### config.mk
export PLATFORM = sky130hd
export DESIGN_NAME = row_buffer
export DESIGN_NICKNAME = d
export VERILOG_FILES = /design/src/rtl/led_pkg.sv /design/src/rtl/row_buffer.sv
export SDC_FILE = /design/constraint.sdc
export NUM_CORES = 2
export LEC_CHECK = 0
export ABC_CLOCK_PERIOD_IN_PS = 2600
export BUFFER_PORTS_ARGS = -buffer_cell sky130_fd_sc_hd__buf_2
export CAP_MARGIN = 20
export CELL_PAD_IN_SITES_DETAIL_PLACEMENT = 2
export CELL_PAD_IN_SITES_GLOBAL_PLACEMENT = 2
export CORE_AREA = 2 2 604 606
export CTS_CLUSTER_SIZE = 28
export DETAILED_ROUTE_END_ITERATION = 10
export DIE_AREA = 0 0 606 608
export PLACE_DENSITY_LB_ADDON = 0.1
export SLEW_MARGIN = 10
export SYNTH_ARGS = -nofsm -noshare
export SYNTH_HDL_FRONTEND = slang
export SYNTH_SLANG_ARGS = --single-unit
export TNS_END_PERCENT = 5
### constraint.sdc
create_clock -name clk -period 2.6 [get_ports clk]
set_clock_uncertainty 0.1 [all_clocks]
set_input_delay 0.52 -clock clk [delete_from_list [all_inputs] [get_ports clk]]
set_output_delay 0.52 -clock clk [all_outputs]
set_load 0.05 [all_outputs]
### src/rtl/led_pkg.sv
package led_pkg;

  localparam int COLS              = 64;
  localparam int ROWS_PER_HALF     = 32;
  localparam int ROW_BITS          = $clog2(ROWS_PER_HALF);  // 5
  localparam int ADDR_BITS         = ROW_BITS + 1;           // side, then row
  localparam int ROW_WORD_BITS     = COLS * 8;               // 512
  localparam int VRAM_READ_LATENCY = 3;

  // one RGB332 pixel, stored raw and decoded per channel
  typedef union packed {
    logic [7:0] raw;
    struct packed {
      logic [2:0] red;
      logic [2:0] green;
      logic [1:0] blue;
    } rgb;
  } pixel_u;

  typedef logic [1:0] plane_t;

  typedef struct packed {
    logic                     en;
    logic [ADDR_BITS-1:0]     row_addr;
    logic [$clog2(COLS)-1:0]  col;
    pixel_u                   pixel;
  } vram_wr_t;

  // one bit plane across a full row, bit i is column i
  typedef struct packed {
    logic [COLS-1:0] red;
    logic [COLS-1:0] green;
    logic [COLS-1:0] blue;
  } plane_rgb_t;

endpackage

### src/rtl/row_buffer.sv
`timescale 1ns/1ps

module row_buffer (
  input  logic                               clk,
  input  logic                               rst,
  input  logic [led_pkg::ROW_WORD_BITS-1:0]  rd_data,
  input  logic                               row_load0,
  input  logic                               row_load1,
  output logic [led_pkg::ROW_WORD_BITS-1:0]  row0_data,
  output logic [led_pkg::ROW_WORD_BITS-1:0]  row1_data
);

  // top half
  always_ff @(posedge clk) begin
    if (rst) begin
      row0_data <= '0;
    end else if (row_load0) begin
      row0_data <= rd_data;
    end
  end

  // bottom half
  always_ff @(posedge clk) begin
    if (rst) begin
      row1_data <= '0;
    end else if (row_load1) begin
      row1_data <= rd_data;
    end
  end

endmodule

== Yosys cells after proc, flatten, opt, wreduce, memory -nomap -nowiden ==
Cells that the tools add are included.
W data, S select, Z words.

* Register bits after elaboration: 1024
* Bits in latches: 0
* Bits in writable memories: 0
* ROM bits: 0
* Bits of input ports: 516
* Output and inout port bits: 1024
* Logic and storage cells: 2
* Memories kept: 0

* $add $sub $neg: 0
* $mul: 0
* Div/mod/pow operators: 0
* $lt $le $gt $ge: 0
* Equal/unequal tests: 0
* Shifts and indexed selects: 0
* Mux-type cells: 0
* Bitwise operators: 0
* Reductions and logical operators: 0

== Logic depth before layout (Yosys ltp) ==
* Depth after elaboration: 0
* Depth in mapped cells: 5
* Depth with buffers taken out: 2

== Worst setup path after synthesis ==
Ideal clock, no wire load.

* Path type: input-to-reg
* From: input row_load0
* To: register row0_data[30] in the netlist's numbering
* Library setup time: 0.128 ns
* Arrival time: 1.197 ns
* Data required time: 2.372 ns
* Slack: 1.176 ns
* Stages on the path: 5
* Path buffers: 3
* Path through: buf_6 > buf_12 > buf_12 > mux2i_1 > nor2_1

{| class="wikitable"
|+ RTL lines
! item !! RTL line !! source
|-
| from (decl) || row_buffer.sv:7 || <nowiki>input logic row_load0,</nowiki>
|-
| to (signal assigned) || row_buffer.sv:18 || <nowiki>row0_data <= rd_data;</nowiki>
|-
| to (decl) || row_buffer.sv:9 || <nowiki>output logic [led_pkg::ROW_WORD_BITS-1:0] row0_data,</nowiki>
|}

== Final worst setup path ==
* From: register row1_data[377] in the netlist's numbering
* To: output row1_data[377] in the netlist's numbering

{| class="wikitable"
|+ RTL lines
! item !! RTL line !! source
|-
| from (decl) || row_buffer.sv:10 || <nowiki>output logic [led_pkg::ROW_WORD_BITS-1:0] row1_data</nowiki>
|-
| from (signal assigned) || row_buffer.sv:27 || <nowiki>row1_data <= rd_data;</nowiki>
|}

No word-level cell between the ends.

==> run_results.csv <==
group,metric,value,unit
clock_network,cts_tree,"done",
setup_path,max_stage_delay,430,ps
setup_path,critPathLaunchType,"flip-flop",
place,port_buffers,1539,
clock_network,clock-root-buffer,"clkbuf_16",
clock_network,clk_pin_slew,60,ps
timing,max_freq,441.3,MHz
global_route,antenna_found_initial,75,
synthesis,synth_warnings,0,
setup_path,cp_slowest_cell,"dfxtp_1",
timing,slew-limit-headroom,49.52,%
place,dp_hpwl,182200,um
cells_and_area,finalNonFillerCells,10330,
synthesis,yosysTopAreaCell,"dfxtp_1",
setup_path,crit_family,"flip-flops",
power_and_ir_drop,power.leakage,28.91,nW
synthesis,ys_top_cells_by_count,"dfxtp_1, mux2i_1, nor2_1",
synthesis,synth.cell_area,0.03718,mm2
timing,finalSetupViolations,0,
synthesis,syn_inst,3300,
power_and_ir_drop,ir_drop,444.8,uV
routing,viasPerCell,3.127,
power_and_ir_drop,power_density,794.3,mW/mm2
synthesis,syn-num-nets,3816,
clock_network,clock-sinks,1024,
die,pin_count,1540,
setup_path,crit_arrival,1650,ps
timing,whs,196.8,ps
synthesis,synth_top_area_share,55.14,%
setup_path,worstPathBufferInverterCount,1,
die,die-width,606,um
synthesis,synthFlopType,"dfxtp_1",
clock_network,htree_levels,4,
timing,report.final.hold_viol_count,0,
die,die_area,0.3684,mm2
timing,tns,0,ps
global_route,grt_pass1_vias,35480,
routing,drt-initial-drc-count,790,
synthesis,synth-edff-count,0,
setup_path,required,1980,ps
setup_path,endpoint_kind,"primary output",
status,status,"complete, no violations",
place,place_area,0.04963,mm2
clock_network,worstSkewPairLatency,830,ps
timing,grt_setup_unrepaired,"false",
synthesis,ys_ff_latch,1024,
cells_and_area,nNetsFinal,5900,
clock_network,cts_buffers,157,
die,die_h,608,um
routing,drc,0,
cells_and_area,drive_above_1_share,33.89,%
clock_network,cts_buffer_depth,4,
cells_and_area,fin_area,0.05999,mm2
synthesis,yosys-top-cells-area,"dfxtp_1, mux2i_1, nor2_1, buf_12, buf_2",
synthesis,synth.distinct_cells,10,
setup_path,critical_path_class,"flip-flop to primary output",
timing,worstMarginPinSlew,757.1,ps
flow_run,cap_violations,0,
setup_path,path_max_fanout,2,
timing,period_minus_slack,2266,ps
routing,via_count,32300,
routing,drt_pass1_iterations,4,
die,core,0.3617,mm2
die,start_util,10.28,%
cells_and_area,syn2layout_area_growth,61.37,%
cells_and_area,final_util,16.59,%
timing,period_share,87.15,%
die,rows,221,
routing,ant_nets,0,
min_path,hold_class,"primary input to flip-flop",
global_route,grt_max_degree,64,
routing,drt_wl_total,231200,um
routing,wl_per_cell,22.38,um
place,place_congestion,0.7392,
global_route,grt_use_total,12.09,%
global_route,grt.overflow.total,0,
global_route,grt_pass1_wl,311800,um
clock_network,cts_resized,0,
synthesis,seq_area_frac_synth,55.14,%
synthesis,syn_area_per_cell,11.27,um2
setup_path,crit_chain,"buf_2",
place,place_inst,9506,
synthesis,synthArstFlopShare,0,%
timing,finalMaxSlewViolations,0,
cell usage in the layout (no fill, tap or decap), types with 3 or more instances in the layout:
cell type	instances
buf_12	44
buf_2	1536
buf_4	57
buf_8	3
bufinv_16	7
clkbuf_1	51
clkbuf_16	160
clkbuf_8	41
clkinv_2	8
dfxtp_1	1024
diode_2	37
dlygate4sd3_1	513
inv_6	4
mux2i_1	1024
nor2_1	1024
cell families (layout without fill, tap and decap cells):
group         Yosys count  after routing  share of synthesized area, %
mux                  1024           1024                         27.57
flops                1024           1024                         55.14
simple gates         1024           1024                         10.34
buf+inv               228           2428                         6.947
other cells             0             37                             0
state kept, by name (all words and copies together), names as in the netlist:
register and flops:
row0_data 512, row1_data 512
per-layer routing:
layer,vias up,part of all wire [%],wire (um),track usage (%)
li1,15200,-,-,-
met1,15810,37,84580,12.42
met2,989,53,122000,23.00
met3,286,8.2,18850,4.374
met4,24,2.4,5507,2.752
met5,-,0.074,170,0
per-stage QoR:
step	total power, mW	setup slack, ps
after global routing	50.18	156.7
after global placement	25.70	641.1
final	47.65	334.2
after floorplan	22.85	1176
after detailed placement	25.76	608.0
after CTS	49.24	92.30
worst paths after layout:
path	from	end	slack (ps)	cells after the start
max	row1_data[377]	row1_data[377]	330	1
min	row_load0	row0_data[379]	200	4
max reg2reg	row0_data[15]	row0_data[15]	1750	2
min reg2reg	row0_data[363]	row0_data[363]	390	2
report_power, final:
part / total [mW] / internal, mW / switching, mW
logic: 8.75 / 2.51 / 6.23
clock network: 21.7 / 13.2 / 8.56
registers: 17.2 / 16.7 / 0.506
total: 47.6 / 32.3 / 15.3
area by class of cell:
type | count | area [um2]
antenna | 37 | 92.59
clock buffer | 252 | 4760
clock inverter | 23 | 369.1
fill | 41580 | 301700
multi-input combinational | 2048 | 14090
sequential | 1024 | 20500
tap | 4794 | 5998
timing repair buffer | 2153 | 14180
repair_timing:
item	CTS	global route
setup buffers	0	0
hold endpoints to repair	1024	0
hold buffers	513	0
Note: power is estimated with default switching activity, not from simulation.
