--- config.mk ---
export PLATFORM = sky130hd
export DESIGN_NAME = panel_shifter
export DESIGN_NICKNAME = d
export VERILOG_FILES = /design/src/rtl/led_pkg.sv /design/src/rtl/panel_shifter.sv
export SDC_FILE = /design/constraint.sdc
export NUM_CORES = 1
export LEC_CHECK = 0
export BUFFER_PORTS_ARGS = -buffer_cell sky130_fd_sc_hd__buf_2
export CAP_MARGIN = 20
export CORE_AREA = 2 2 179 181
export CTS_CLUSTER_DIAMETER = 100
export CTS_CLUSTER_SIZE = 10
export DETAILED_ROUTE_END_ITERATION = 7
export DIE_AREA = 0 0 181 183
export GPL_TIMING_DRIVEN = 0
export PLACE_DENSITY = 0.86
export REMOVE_ABC_BUFFERS = 1
export SYNTH_ARGS = -nofsm -noshare
export SYNTH_HDL_FRONTEND = slang
export SYNTH_SLANG_ARGS = --single-unit
--- constraint.sdc ---
create_clock -name clk -period 1.4 [get_ports clk]
set_input_delay 0.14 -clock clk [delete_from_list [all_inputs] [get_ports clk]]
set_output_delay 0.14 -clock clk [all_outputs]
set_load 0.02 [all_outputs]
--- src/rtl/led_pkg.sv ---
package led_pkg;

  localparam int COLS              = 64;
  localparam int ROWS_PER_HALF     = 32;
  localparam int ROW_BITS          = $clog2(ROWS_PER_HALF);  // 5
  localparam int ADDR_BITS         = ROW_BITS + 1;           // side, then row
  localparam int ROW_WORD_BITS     = COLS * 8;               // 512
  localparam int VRAM_READ_LATENCY = 3;

  // one RGB332 pixel, stored raw and decoded per channel
  typedef union packed {
    logic [7:0] raw;
    struct packed {
      logic [2:0] red;
      logic [2:0] green;
      logic [1:0] blue;
    } rgb;
  } pixel_u;

  typedef logic [1:0] plane_t;

  typedef struct packed {
    logic                     en;
    logic [ADDR_BITS-1:0]     row_addr;
    logic [$clog2(COLS)-1:0]  col;
    pixel_u                   pixel;
  } vram_wr_t;

  // one bit plane across a full row, bit i is column i
  typedef struct packed {
    logic [COLS-1:0] red;
    logic [COLS-1:0] green;
    logic [COLS-1:0] blue;
  } plane_rgb_t;

endpackage

--- src/rtl/panel_shifter.sv ---
`timescale 1ns/1ps

module panel_shifter (
  input  logic                 clk,
  input  logic                 rst,
  input  logic                 plane_load0,
  input  logic                 plane_load1,
  input  logic                 plane_shift,
  input  led_pkg::plane_rgb_t  plane_rgb,
  output logic [5:0]           rgb01
);
  import led_pkg::*;

  plane_rgb_t top_q;
  plane_rgb_t bot_q;

  // advance one pixel, zero fill at column COLS-1
  function automatic plane_rgb_t shift_one(input plane_rgb_t v);
    plane_rgb_t s;
    s.red   = v.red >> 1;
    s.green = v.green >> 1;
    s.blue  = v.blue >> 1;
    return s;
  endfunction

  always_ff @(posedge clk) begin
    if (rst) begin
      top_q <= '0;
    end else if (plane_load0) begin
      top_q <= plane_rgb;
    end else if (plane_shift) begin
      top_q <= shift_one(top_q);
    end
  end

  always_ff @(posedge clk) begin
    if (rst) begin
      bot_q <= '0;
    end else if (plane_load1) begin
      bot_q <= plane_rgb;
    end else if (plane_shift) begin
      bot_q <= shift_one(bot_q);
    end
  end

  assign rgb01 = {top_q.red[0], top_q.green[0], top_q.blue[0],
                  bot_q.red[0], bot_q.green[0], bot_q.blue[0]};  // pixel 0 of each half

endmodule

# Yosys cells after proc, flatten, opt, wreduce, memory -nomap -nowiden

Index checks and enable logic that the tools add are counted.

$add $sub $neg: 0
Multiply operators: 0
Divide/modulo/power cells: 0
Order comparisons: 0
Eq/ne operators: 0
Shift-type cells: 0
Muxes and demuxes: 4
Bitwise gates (word level): 0
Reductions and logical operators: 2

Operator list:

| kind               | number |
|---|---|
| 192-bit 2-to-1 mux | 4 |
| 2-bit nonzero test | 2 |

Register bits after elaboration: 384
Latch bits: 0
Memory bits (writable): 0
ROM bits: 0
Input bits: 197
Output and inout port bits: 6
Word-level logic and storage cells: 12
Memories: 0

# Logic depth before layout (Yosys ltp)

Depth after elaboration: 2
Depth in mapped cells: 5
Gate-level depth less buffers: 2

# Worst setup path before layout

OpenSTA, ideal clock, no wires.

Kind: input to register
From: input plane_load0
To: register top_q[177] (netlist bit)
Library setup time: 0.138 ns
Arrival: 0.933 ns
Required time: 1.262 ns
Slack: 0.330 ns
Stages on the path: 5
Path buffers: 3
Cells stage by stage: buf_2 > inv_2 > buf_2 > buf_1 > a211oi_1

Word-level cells in the longest chain between the ends: 1
Elaborated cells between the ends (all ways): 2
Classes of those cells: mux: 1; reduce/logical: 1

RTL lines:

| element                                                  | RTL line            | RTL |
|---|---|---|
| from (decl)                                              | panel_shifter.sv:6  | `input logic plane_load0,` |
| 192-bit 2-to-1 mux or 2-bit nonzero test (tied branches) | -                   |  |
| to (signal assigned)                                     | panel_shifter.sv:30 | `top_q <= plane_rgb;` |
| to (signal assigned)                                     | panel_shifter.sv:32 | `top_q <= shift_one(top_q);` |
| to (decl)                                                | panel_shifter.sv:14 | `plane_rgb_t top_q;` |

Several ways; a longest one is shown, not always the timed one.
A chain may end at the register's enable or synchronous reset.

# Final worst setup path

From: input plane_shift
To: register bot_q[188] (netlist bit)

Word-level cells in the longest chain between the ends: 1

RTL lines:

| element                             | RTL line            | RTL |
|---|---|---|
| from (decl)                         | panel_shifter.sv:8  | `input logic plane_shift,` |
| 2-bit nonzero test (no source line) | -                   |  |
| to (signal assigned)                | panel_shifter.sv:40 | `bot_q <= plane_rgb;` |
| to (signal assigned)                | panel_shifter.sv:42 | `bot_q <= shift_one(bot_q);` |
| to (decl)                           | panel_shifter.sv:15 | `plane_rgb_t bot_q;` |

Every way passes these cells.

==> run metrics <==
status finished, final reports clean; routability congestion estimate 0.771; WP data arrival 1.76 ns; Util after Layout 0.703; CTS Buf Count 44; Design Area, Final 22000 um^2; Cells after DPL 2152; FF+latch count, synth 384; CTS max path bufs 3; Worst Skew 0.0140 ns; largest net degree at the start of global routing 156; Fin Hold WS 0.0103 ns; GRT Residual Overflow 0; r2r endpoint top_q[127]; first-pass GRT wire length 76.1 mm; crit path cell chain buf_16, buf_16, bufbuf_16, mux2i_1, a211oi_1; Synth Area per Inst 10.6 um^2; Worst-Skew Late Latency 0.53 ns; dpl hpwl 22.4 mm; CP startpoint kind input pin; starting density of the core 0.582; Multi-input gate area 9130 um^2; Worst-Margin Slew 0.799 ns; Routed Antenna Nets 0; drt pass-1 iters 5; max cap viols 0; total power 0.0257 W; Layout area overhead 20.7%; Leakage 9.03 nW; Synth cell types 16; Die X 181 um; hold_sp plane_load0; die area 33100 um^2; sequential fraction of the synthesis area 0.423; vias in the first global route 15200; fmax 0.746 GHz; PwrDens 1170 nW/um^2; Final Max Slew Viols 0; # DRC 0; delay of the slowest cell on the worst path 0.53 ns; drt initial violations 817; Final Non-Filler Cells 2400; Global Route Usage Sum 0.277; Final Cycle Share 0.958; core footprint 31200 um^2; Reg clk slew, reported paths 0.06 ns; Row Count 65; via count 14200; layout cells sized above 1 0.137; most common cell after layout, fill and taps aside dfxtp_1; DRT Wirelength 47.1 mm; dpl cell area 18700 um^2; IO buf count 202; fillcell total 2083; CTS tree yes; CP most frequent cell buf_16; Worst Hold Depth 3; Ys Warns 0; CP Data Required Time 1.82 ns; Worst VDD drop 1080 uV; H-tree levels 2; Synth Instances 1714; Slew HR 0.467; initial antenna violation count 3; Hold Path Class in2reg; crit end category flop; I/O pins 203; Crit Reg-Reg Startpoint top_q[127]; CP Class in2reg; Fin. Hold Viols 0; Worst Hold Path EP top_q[191]; post-DR vias/cell 5.90; RSZ-0062 raised after global routing yes; most frequent cells in the layout dfxtp_1, mux2i_1, nor2b_1; WL per Instance 19.6 um; endpoints failing setup 0; Final Critical Period 1.34 ns; worst-path maximum fanout 53; clock tree sinks 384; crit path max-delay cell type bufbuf_16; CTS root buffer clkbuf_16; cells on worst reg2reg path 2; mapped cell area 18200 um^2; Reg2Reg Setup Slack 0.39 ns; Final Net Count 2191; Die Height 183 um; storage element area 7690 um^2
==> power by group <==
group	total, W	switching, W	internal (W)	leakage, nW
sequential	0.0122	0.000477	0.0118	3.19
clock	0.00982	0.00419	0.00563	0.559
combinational	0.00368	0.00182	0.00187	5.27
==> metal layers <==
metal	global-route usage	vias to the layer above	wire length (um)
met4	0.106	2	1260
met5	0	-	13
li1	-	6766	-
met3	0.0455	111	2130
met2	0.512	393	23900
met1	0.321	6894	19800
==> kinds of logic after synthesis <==
family / share of synthesized area
AO/OA/AOI/OAI: 0.160
flip-flops: 0.423
buffers and inverters: 0.0753
AND/OR/NAND/NOR: 0.134
multiplexers: 0.208
==> flip-flops by register name, indices dropped and copies added (netlist names) <==
register and count:
top_q 189, bot_q 189, rgb01 6
==> worst max-delay path by stage <==
stage	from	to	slack, ns	cells after the start
5_1_grt	plane_shift	bot_q[188]	-0.04	5
4_1_cts	plane_load1	bot_q[118]	0.01	5
6_report	plane_shift	bot_q[188]	0.06	5
2_1_floorplan	plane_load1	bot_q[100]	-0.60	2
3_5_place_dp	plane_shift	top_q[190]	-0.84	5
3_3_place_gp	plane_shift	bot_q[172]	-7.71	3
==> timing repair <==
action	CTS	global route
cloned	5	1
setup endpoints to repair	253	187
hold endpoints to repair	384	0
hold buffers	192	0
buffers inserted	0	0
resized for setup	4	8
==> Yosys cell counts <==
master    count  share of area
nand2_1       6         0.0012
a21oi_1       6         0.0017
nor2b_1     378           0.13
mux2i_1     378           0.21
inv_2         2        0.00041
buf_8         1        0.00083
a211oi_2      8         0.0055
buf_6         1        0.00062
buf_12       39          0.043
dfxtp_1     384           0.42
or3b_1        6         0.0029
clkbuf_1    107          0.022
a211oi_1    370           0.15
buf_4         8         0.0033
buf_1         5         0.0010
buf_2        15         0.0041
==> area by class of cell <==
class,instances,share of cell area
clock inverters,1,0.000399
repair buffers,410,0.157
multi-input cells,1152,0.416
diodes,4,0.000456
flip-flops and latches,384,0.350
clock buffers,45,0.0513
inverters,2,0.00165
well taps,402,0.0229
==> critical path: cells and delay by family <==
kind,cells,cell delay [ns]
compound gates,1,0.29
buf+inv,3,1.13
mux,1,0.14
==> metrics by stage <==
stage          setup WS (ns)  TNS [ns]
2_1_floorplan         -0.599   -223.72
3_3_place_gp           -7.71  -2909.44
3_5_place_dp          -0.839   -234.27
4_1_cts               0.0109         0
5_1_grt              -0.0359   -0.0755
6_report              0.0593         0
Note: power is estimated with default switching activity, not from simulation.
