### config.mk
export PLATFORM = sky130hd
export DESIGN_NAME = memory_management
export DESIGN_NICKNAME = d
export VERILOG_FILES = /design/src/rtl/led_pkg.sv /design/src/rtl/memory_management.sv /design/src/rtl/plane_selection.sv
export SDC_FILE = /design/constraint.sdc
export NUM_CORES = 1
export LEC_CHECK = 0
export ABC_AREA = 0
export CAP_MARGIN = 20
export CORE_AREA = 4 4 482 484
export DETAILED_ROUTE_END_ITERATION = 7
export DIE_AREA = 0 0 486 488
export DONT_BUFFER_PORTS = 1
export PLACE_DENSITY = 0.3
export SYNTH_ARGS = -nofsm -noshare
export SYNTH_HDL_FRONTEND = slang
export SYNTH_SLANG_ARGS = --single-unit
### constraint.sdc
create_clock -name clk -period 4.8 [get_ports clk]
set_clock_uncertainty 0.2 [all_clocks]
set_input_delay 0.96 -clock clk [delete_from_list [all_inputs] [get_ports clk]]
set_output_delay 0.96 -clock clk [all_outputs]
set_load 0.02 [all_outputs]
### src/rtl/led_pkg.sv
package led_pkg;

  localparam int COLS              = 64;
  localparam int ROWS_PER_HALF     = 32;
  localparam int ROW_BITS          = $clog2(ROWS_PER_HALF);  // 5
  localparam int ADDR_BITS         = ROW_BITS + 1;           // side, then row
  localparam int ROW_WORD_BITS     = COLS * 8;               // 512
  localparam int VRAM_READ_LATENCY = 3;

  // one RGB332 pixel, stored raw and decoded per channel
  typedef union packed {
    logic [7:0] raw;
    struct packed {
      logic [2:0] red;
      logic [2:0] green;
      logic [1:0] blue;
    } rgb;
  } pixel_u;

  typedef logic [1:0] plane_t;

  typedef struct packed {
    logic                     en;
    logic [ADDR_BITS-1:0]     row_addr;
    logic [$clog2(COLS)-1:0]  col;
    pixel_u                   pixel;
  } vram_wr_t;

  // one bit plane across a full row, bit i is column i
  typedef struct packed {
    logic [COLS-1:0] red;
    logic [COLS-1:0] green;
    logic [COLS-1:0] blue;
  } plane_rgb_t;

endpackage

### src/rtl/memory_management.sv
`timescale 1ns/1ps

module memory_management (
  input  logic                               clk,
  input  logic                               rst,
  input  logic                               cache,
  input  logic [led_pkg::ROW_BITS-1:0]       row,
  input  led_pkg::plane_t                    plane,
  input  logic                               shift_plane,
  input  logic [5:0]                         rgb01,
  input  logic [led_pkg::ROW_WORD_BITS-1:0]  row0_data,
  input  logic [led_pkg::ROW_WORD_BITS-1:0]  row1_data,
  input  logic                               done_read,
  output logic                               plane_ready,
  output logic                               plane_load0,
  output logic                               plane_load1,
  output logic                               plane_shift,
  output logic                               row_load0,
  output logic                               row_load1,
  output logic                               rd,
  output logic [led_pkg::ADDR_BITS-1:0]      addr,
  output logic [2:0]                         rgb0,
  output logic [2:0]                         rgb1,
  output led_pkg::plane_rgb_t                plane_rgb,
  output logic [led_pkg::ROW_BITS-1:0]       row_addr
);
  import led_pkg::*;

  typedef enum logic [3:0] {
    s_idle,
    s_shift,
    s_load0,
    s_load1,
    s_done,
    s_cache_row0,
    s_load_row0,
    s_cache_row1,
    s_load_row1
  } state_t;

  state_t               state;
  logic                 side;
  logic [ROW_BITS-1:0]  row_q;      // also the buffered row tag
  logic                 row_valid;
  plane_t               plane_q;
  logic [ROW_WORD_BITS-1:0] cache_row;

  assign addr      = {side, row_q};
  assign row_addr  = row_q;
  assign cache_row = side ? row1_data : row0_data;
  assign rgb0      = rgb01[5:3];
  assign rgb1      = rgb01[2:0];

  plane_selection u_plane_selection (
    .plane     (plane_q),
    .row_data  (cache_row),
    .plane_rgb (plane_rgb)
  );

  always_ff @(posedge clk) begin
    if (rst) begin
      state       <= s_idle;
      side        <= 1'b0;
      row_q       <= '0;
      row_valid   <= 1'b0;
      plane_q     <= '0;
      rd          <= 1'b0;
      row_load0   <= 1'b0;
      row_load1   <= 1'b0;
      plane_load0 <= 1'b0;
      plane_load1 <= 1'b0;
      plane_shift <= 1'b0;
      plane_ready <= 1'b0;
    end else begin
      rd          <= 1'b0;  // strobes default low
      row_load0   <= 1'b0;
      row_load1   <= 1'b0;
      plane_load0 <= 1'b0;
      plane_load1 <= 1'b0;
      plane_shift <= 1'b0;
      plane_ready <= 1'b0;
      case (state)
        s_idle: begin
          if (shift_plane) begin
            plane_shift <= 1'b1;
            side        <= 1'b0;
            state       <= s_shift;
          end else if (cache) begin
            row_q   <= row;
            plane_q <= plane;
            side    <= 1'b0;
            if (row_valid && row == row_q) begin
              plane_load0 <= 1'b1;  // hit, straight to the shifters
              state       <= s_load0;
            end else begin
              rd        <= 1'b1;
              row_valid <= 1'b0;
              state     <= s_cache_row0;
            end
          end
        end
        s_shift: begin
          if (shift_plane) begin
            plane_shift <= 1'b1;
          end else begin
            state <= s_idle;
          end
        end
        s_load0: begin
          plane_load1 <= 1'b1;
          side        <= 1'b1;
          state       <= s_load1;
        end
        s_load1: begin
          plane_ready <= 1'b1;
          side        <= 1'b0;
          state       <= s_done;
        end
        s_done: state <= s_idle;
        s_cache_row0: begin
          if (done_read) begin
            row_load0 <= 1'b1;
            state     <= s_load_row0;
          end
        end
        s_load_row0: begin
          rd    <= 1'b1;
          side  <= 1'b1;  // bottom half next
          state <= s_cache_row1;
        end
        s_cache_row1: begin
          if (done_read) begin
            row_load1 <= 1'b1;
            state     <= s_load_row1;
          end
        end
        s_load_row1: begin
          plane_load0 <= 1'b1;
          side        <= 1'b0;
          row_valid   <= 1'b1;
          state       <= s_load0;
        end
        default: state <= s_idle;
      endcase
    end
  end

endmodule

### src/rtl/plane_selection.sv
`timescale 1ns/1ps

module plane_selection (
  input  led_pkg::plane_t                    plane,
  input  logic [led_pkg::ROW_WORD_BITS-1:0]  row_data,
  output led_pkg::plane_rgb_t                plane_rgb
);
  import led_pkg::*;

  // blue has only two bits, so it lags red and green by one plane
  always_comb begin
    pixel_u px;
    plane_rgb = '0;
    for (int i = 0; i < COLS; i++) begin
      px.raw = row_data[i*$bits(pixel_u) +: $bits(pixel_u)];
      if (plane != 2'd3) begin
        plane_rgb.red[i]   = px.rgb.red[plane];
        plane_rgb.green[i] = px.rgb.green[plane];
        if (plane != 2'd0) begin
          plane_rgb.blue[i] = px.rgb.blue[1'(plane - 2'd1)];
        end
      end
    end
  end

endmodule

=== Yosys cells after proc, flatten, opt, wreduce, memory -nomap -nowiden ===
Cells that the tools add are included.

* Reduce and logical (&&, ||, !) cells: 15
* Bitwise operators: 4
* Mux-type cells: 667
* Equal/unequal tests: 16
* $add $sub $neg: 1
* Order comparisons: 2

{| class="wikitable"
|+ Operators by type and width
! operator !! count
|-
| $mux 1 || 527
|-
| $mux 512 || 1
|-
| $bmux 1 s2 || 128
|-
| $pmux 4 s8 || 1
|-
| $mux 4 || 5
|-
| $ne 2x2->1 const B || 7
|-
| $eq 4x3->1 const B || 3
|-
| $reduce_or 2->1 || 6
|-
| $eq 4x2->1 const B || 2
|-
| $reduce_and 4->1 || 2
|-
| $pmux 1 s2 || 3
|-
| $eq 5x5->1 || 1
|-
| $eq 4x1->1 const B || 1
|-
| $eq 4x4->1 const B || 1
|-
| $logic_not 4->1 || 1
|-
| $not 1->1 || 4
|-
| $reduce_bool 2->1 || 2
|-
| $lt 2x3->1 const B || 1
|-
| $mux 3 || 1
|-
| $ne 3x3->1 const B || 1
|-
| $pmux 1 s3 || 1
|-
| $reduce_and 3->1 || 1
|-
| $reduce_bool 3->1 || 1
|-
| $lt 1x2->1 const B || 1
|-
| other kinds (3) || 3
|}

* Word-level logic and storage cells: 717
* Bits of input ports: 1042
* Bits in registers: 20
* Output and inout bits: 216

=== Longest topological paths before layout ===
* Depth in word-level cells: 6
* Mapped depth: 6
* Depth with buffers taken out: 4

=== By module ===
A second synthesis with hierarchy kept.

* Cells, all modules: 1064
* Area total of the unflattened synthesis: 10462.5 µm²

{| class="wikitable"
|+ By module, submodules not included
! module !! area an instance (µm²) !! instances !! cells an instance !! seq. area each (µm²)
|-
| memory_management || 7129.3 || 1 || 685 || 400.4
|-
| plane_selection || 3333.2 || 1 || 379 || 0.0
|}

=== Least setup slack after synthesis ===
Ideal clock, no wire load.

* Path kind: input-to-output
* Start point: input port row1_data[292] (netlist bit)
* End point: output port plane_rgb[100] (netlist bit)
* Setup slack: 2029 ps
* Stages on the path: 3
* Arrival: 1611 ps
* Path buffers: 0
* Data required time: 3640 ps
* Cells stage by stage: mux4_2 -> inv_1 -> o22ai_1

{| class="wikitable"
|+ RTL lines
! element !! line !! source
|-
| start, declared || memory_management.sv:12 || <nowiki>input logic [led_pkg::ROW_WORD_BITS-1:0] row1_data,</nowiki>
|-
| end, declared || memory_management.sv:24 || <nowiki>output led_pkg::plane_rgb_t plane_rgb,</nowiki>
|}

==> impl_metrics.toml <==
[outcome]
status = "finished clean"

[finish]
design_area_um2 = 13100
nNetsFinal = 1941
fillCellCount = 26868
final_cell_mix = "mux2i_1 (263), o22ai_1 (178), inv_1 (129)"
layout_commonest_cell = "mux2i_1"
area_growth_pct = 50.0
drive_gt1_share_pct = 27.3

[global_route]
grt_pass1_wl_um = 211000
grt_max_degree = 78
grt_use_total_pct = 15.3
antenna_found_initial = 474
globalRouteOverflowTotal = 0
first_global_vias = 9687

[clocking]
tritoncts = "done"
cts_hold_buf = 0
post-cts-setup-buffer-count = 0
cts_buffers = 3
clock_latency_ns = 0.27
clockBufferDepth = 2
clkSlewWorstSetupHoldPaths_ns = 0.07
htreeDepth = 1
cts-root-buf = "clkbuf_16"
cts_resized = 0
cts.sinks = 20

[setup_path]
crit_slowest_cell = "mux2i_1"
cp-end-kind = "output pin"
ff2ff_path_depth = 3
cpMostUsedCell = "buf_12"
critical_path.max_stage_delay_ns = 0.78
crit_type = "flop to output pin"
arrival_ns = 2.74
crit_fanout = 56
crit_required_ns = 3.64
reg2reg_from = "plane_q[0]"
worstSetupStartpointType = "flop"
rrSetupSlack_ns = 2.51
cp_cell_sequence = "buf_12 > buf_12 > mux2i_1 > o22ai_1 > buf_4"
regToRegEndpoint = "plane_q[0]"

[timing]
report.final.hold_viol_count = 0
min_period_ns = 3.90
timing.setup.tns_ns = 0
max_freq_mhz = 256
finalCritPeriodShare_pct = 81.3
setup_viol = 0
final-max-slew-violation-count = 0
rsz0062_at_grt = "false"
worst_pin_slew_ns = 0.996
hold_ws_ns = 0.394
maxSlewHeadroom_pct = 31.7

[worst_hold_path]
holdCritPathClass = "flop to flop"
holdPathStages = 3
min_from = "row_valid"
worstHoldEndpoint = "row_valid"

[route]
first_pass_iters = 5
wire_per_inst_um = 47.7
drc = 0
routed_wl_um = 192000
vias = 11506
antenna_left = 0
vias_per_cell = 2.86
drtIter0Drc = 1172

[yosys]
synth.distinct_cells = 40
synth_flop_cell = "dfxtp_1"
ys_top_cells_by_area = "mux4_2 (33%), mux2i_1 (30%), o22ai_1 (14%)"
syn_area_per_cell_um2 = 9.47
synthCells = 923
yosys_warnings = 0
synth_top_area_share_pct = 33.0
syn_nets = 1965
synth_edf_count = 0
synth_area_um2 = 8740
synthArstFlopShare_pct = 0
yosysSeqAreaShare_pct = 4.58
ys_seq_elements = 20
synth_largest_area_cell = "mux4_2"

[floorplan]
rows = 175
core_um2 = 227000
die_w_um = 486
ioPinCount = 1258
initial_utilization_pct = 3.85
fp.dieH_um = 488
die_area_um2 = 237000

[place]
place.gp.congestion = 0.936
place_area_um2 = 12700
port_buffers = 0
hpwl_um = 183000

[power_and_ir_drop]
finalPower_w = 0.00181
vdd_ir_drop_max_mv = 0.100
powerDensity_nw_per_um2 = 138
p_leak_nw = 2.90

[job]
cap_violations = 0
## report_power, final
part	total [W]	leakage, nW	switching, W	internal [W]
Sequential	0.000242	0.165	0.0000639	0.000178
Clock	0.000202	0.0449	0.0000749	0.000128
Combinational	0.00136	2.69	0.000889	0.000472
Total	0.00181	2.90	0.00103	0.000778
## synthesized netlist by cell type, drive strengths merged, types with 3 or more instances
library cell / instances
o22ai: 193
xnor2: 5
inv: 129
clkbuf: 48
nand2b: 5
a31oi: 3
nand2: 6
a21oi: 6
mux4: 128
buf: 70
mux2i: 263
dfxtp: 20
nor2: 18
## area by class of cell
| class | count | area [um^2] | share of cell area [%] |
|---|---|---|---|
| multi-input cells | 656 | 7270 | 55.4 |
| well taps | 3009 | 3760 | 28.7 |
| repair buffers | 89 | 793 | 6.05 |
| inverters | 129 | 484 | 3.69 |
| flip-flops and latches | 20 | 412 | 3.14 |
| diodes | 122 | 305 | 2.33 |
| clock buffers | 4 | 88.8 | 0.677 |
## how the worst max path moves through the flow
stage / startpoint / end / slack [ns] / cells past startpoint
after floorplan: row1_data[292] / plane_rgb[100] / 2.03 / 3
after global placement: side / plane_rgb[160] / 1.16 / 5
after detailed placement: side / plane_rgb[160] / 1.16 / 5
after CTS: side / plane_rgb[160] / 0.86 / 5
after global routing: side / plane_rgb[160] / 0.84 / 5
final: side / plane_rgb[96] / 0.90 / 5
## flip-flops by register name (all words and copies together) (netlist names)
register,count
state,4
plane_q,2
rd,1
side,1
plane_shift,1
plane_ready,1
row_valid,1
row_load0,1
row_addr,5
plane_load0,1
row_load1,1
plane_load1,1
## worst max-delay path: cells and delay by family (launching register included)
family                 cells  cell delay (ns)
buffers and inverters      3             0.82
DFF                        1             0.41
AOI/OAI and AO/OA          1             0.29
muxes                      1             0.78
## per-stage QoR
step,setup WS (ns),utilization [%],cells
finish,0.899,5.77,4029
global route,0.842,5.70,3965
global placement,1.16,5.60,3903
floorplan,2.03,-,923
CTS,0.858,5.64,3907
detailed placement,1.16,5.60,3903
## routing by layer
metal / vias up / global-route usage, % / wire [um] / part of all wire, %
met4: 334 / 4.36 / 8080 / 4.2
met1: 5059 / 13.7 / 57000 / 30
met5: - / 0 / 2210 / 1.2
met3: 785 / 15.6 / 42900 / 22
li1: 3742 / - / - / -
met2: 1586 / 23.7 / 82000 / 43
## kinds of logic after synthesis
logic type             share of synthesized area [%]
AND/OR/NAND/NOR                                 2.83
buffers and inverters                           13.5
AO/OA/AOI/OAI                                   15.3
XOR/XNOR                                       0.501
multiplexers                                    63.2
flip-flops                                      4.58
(Power assumes the default switching activity.)
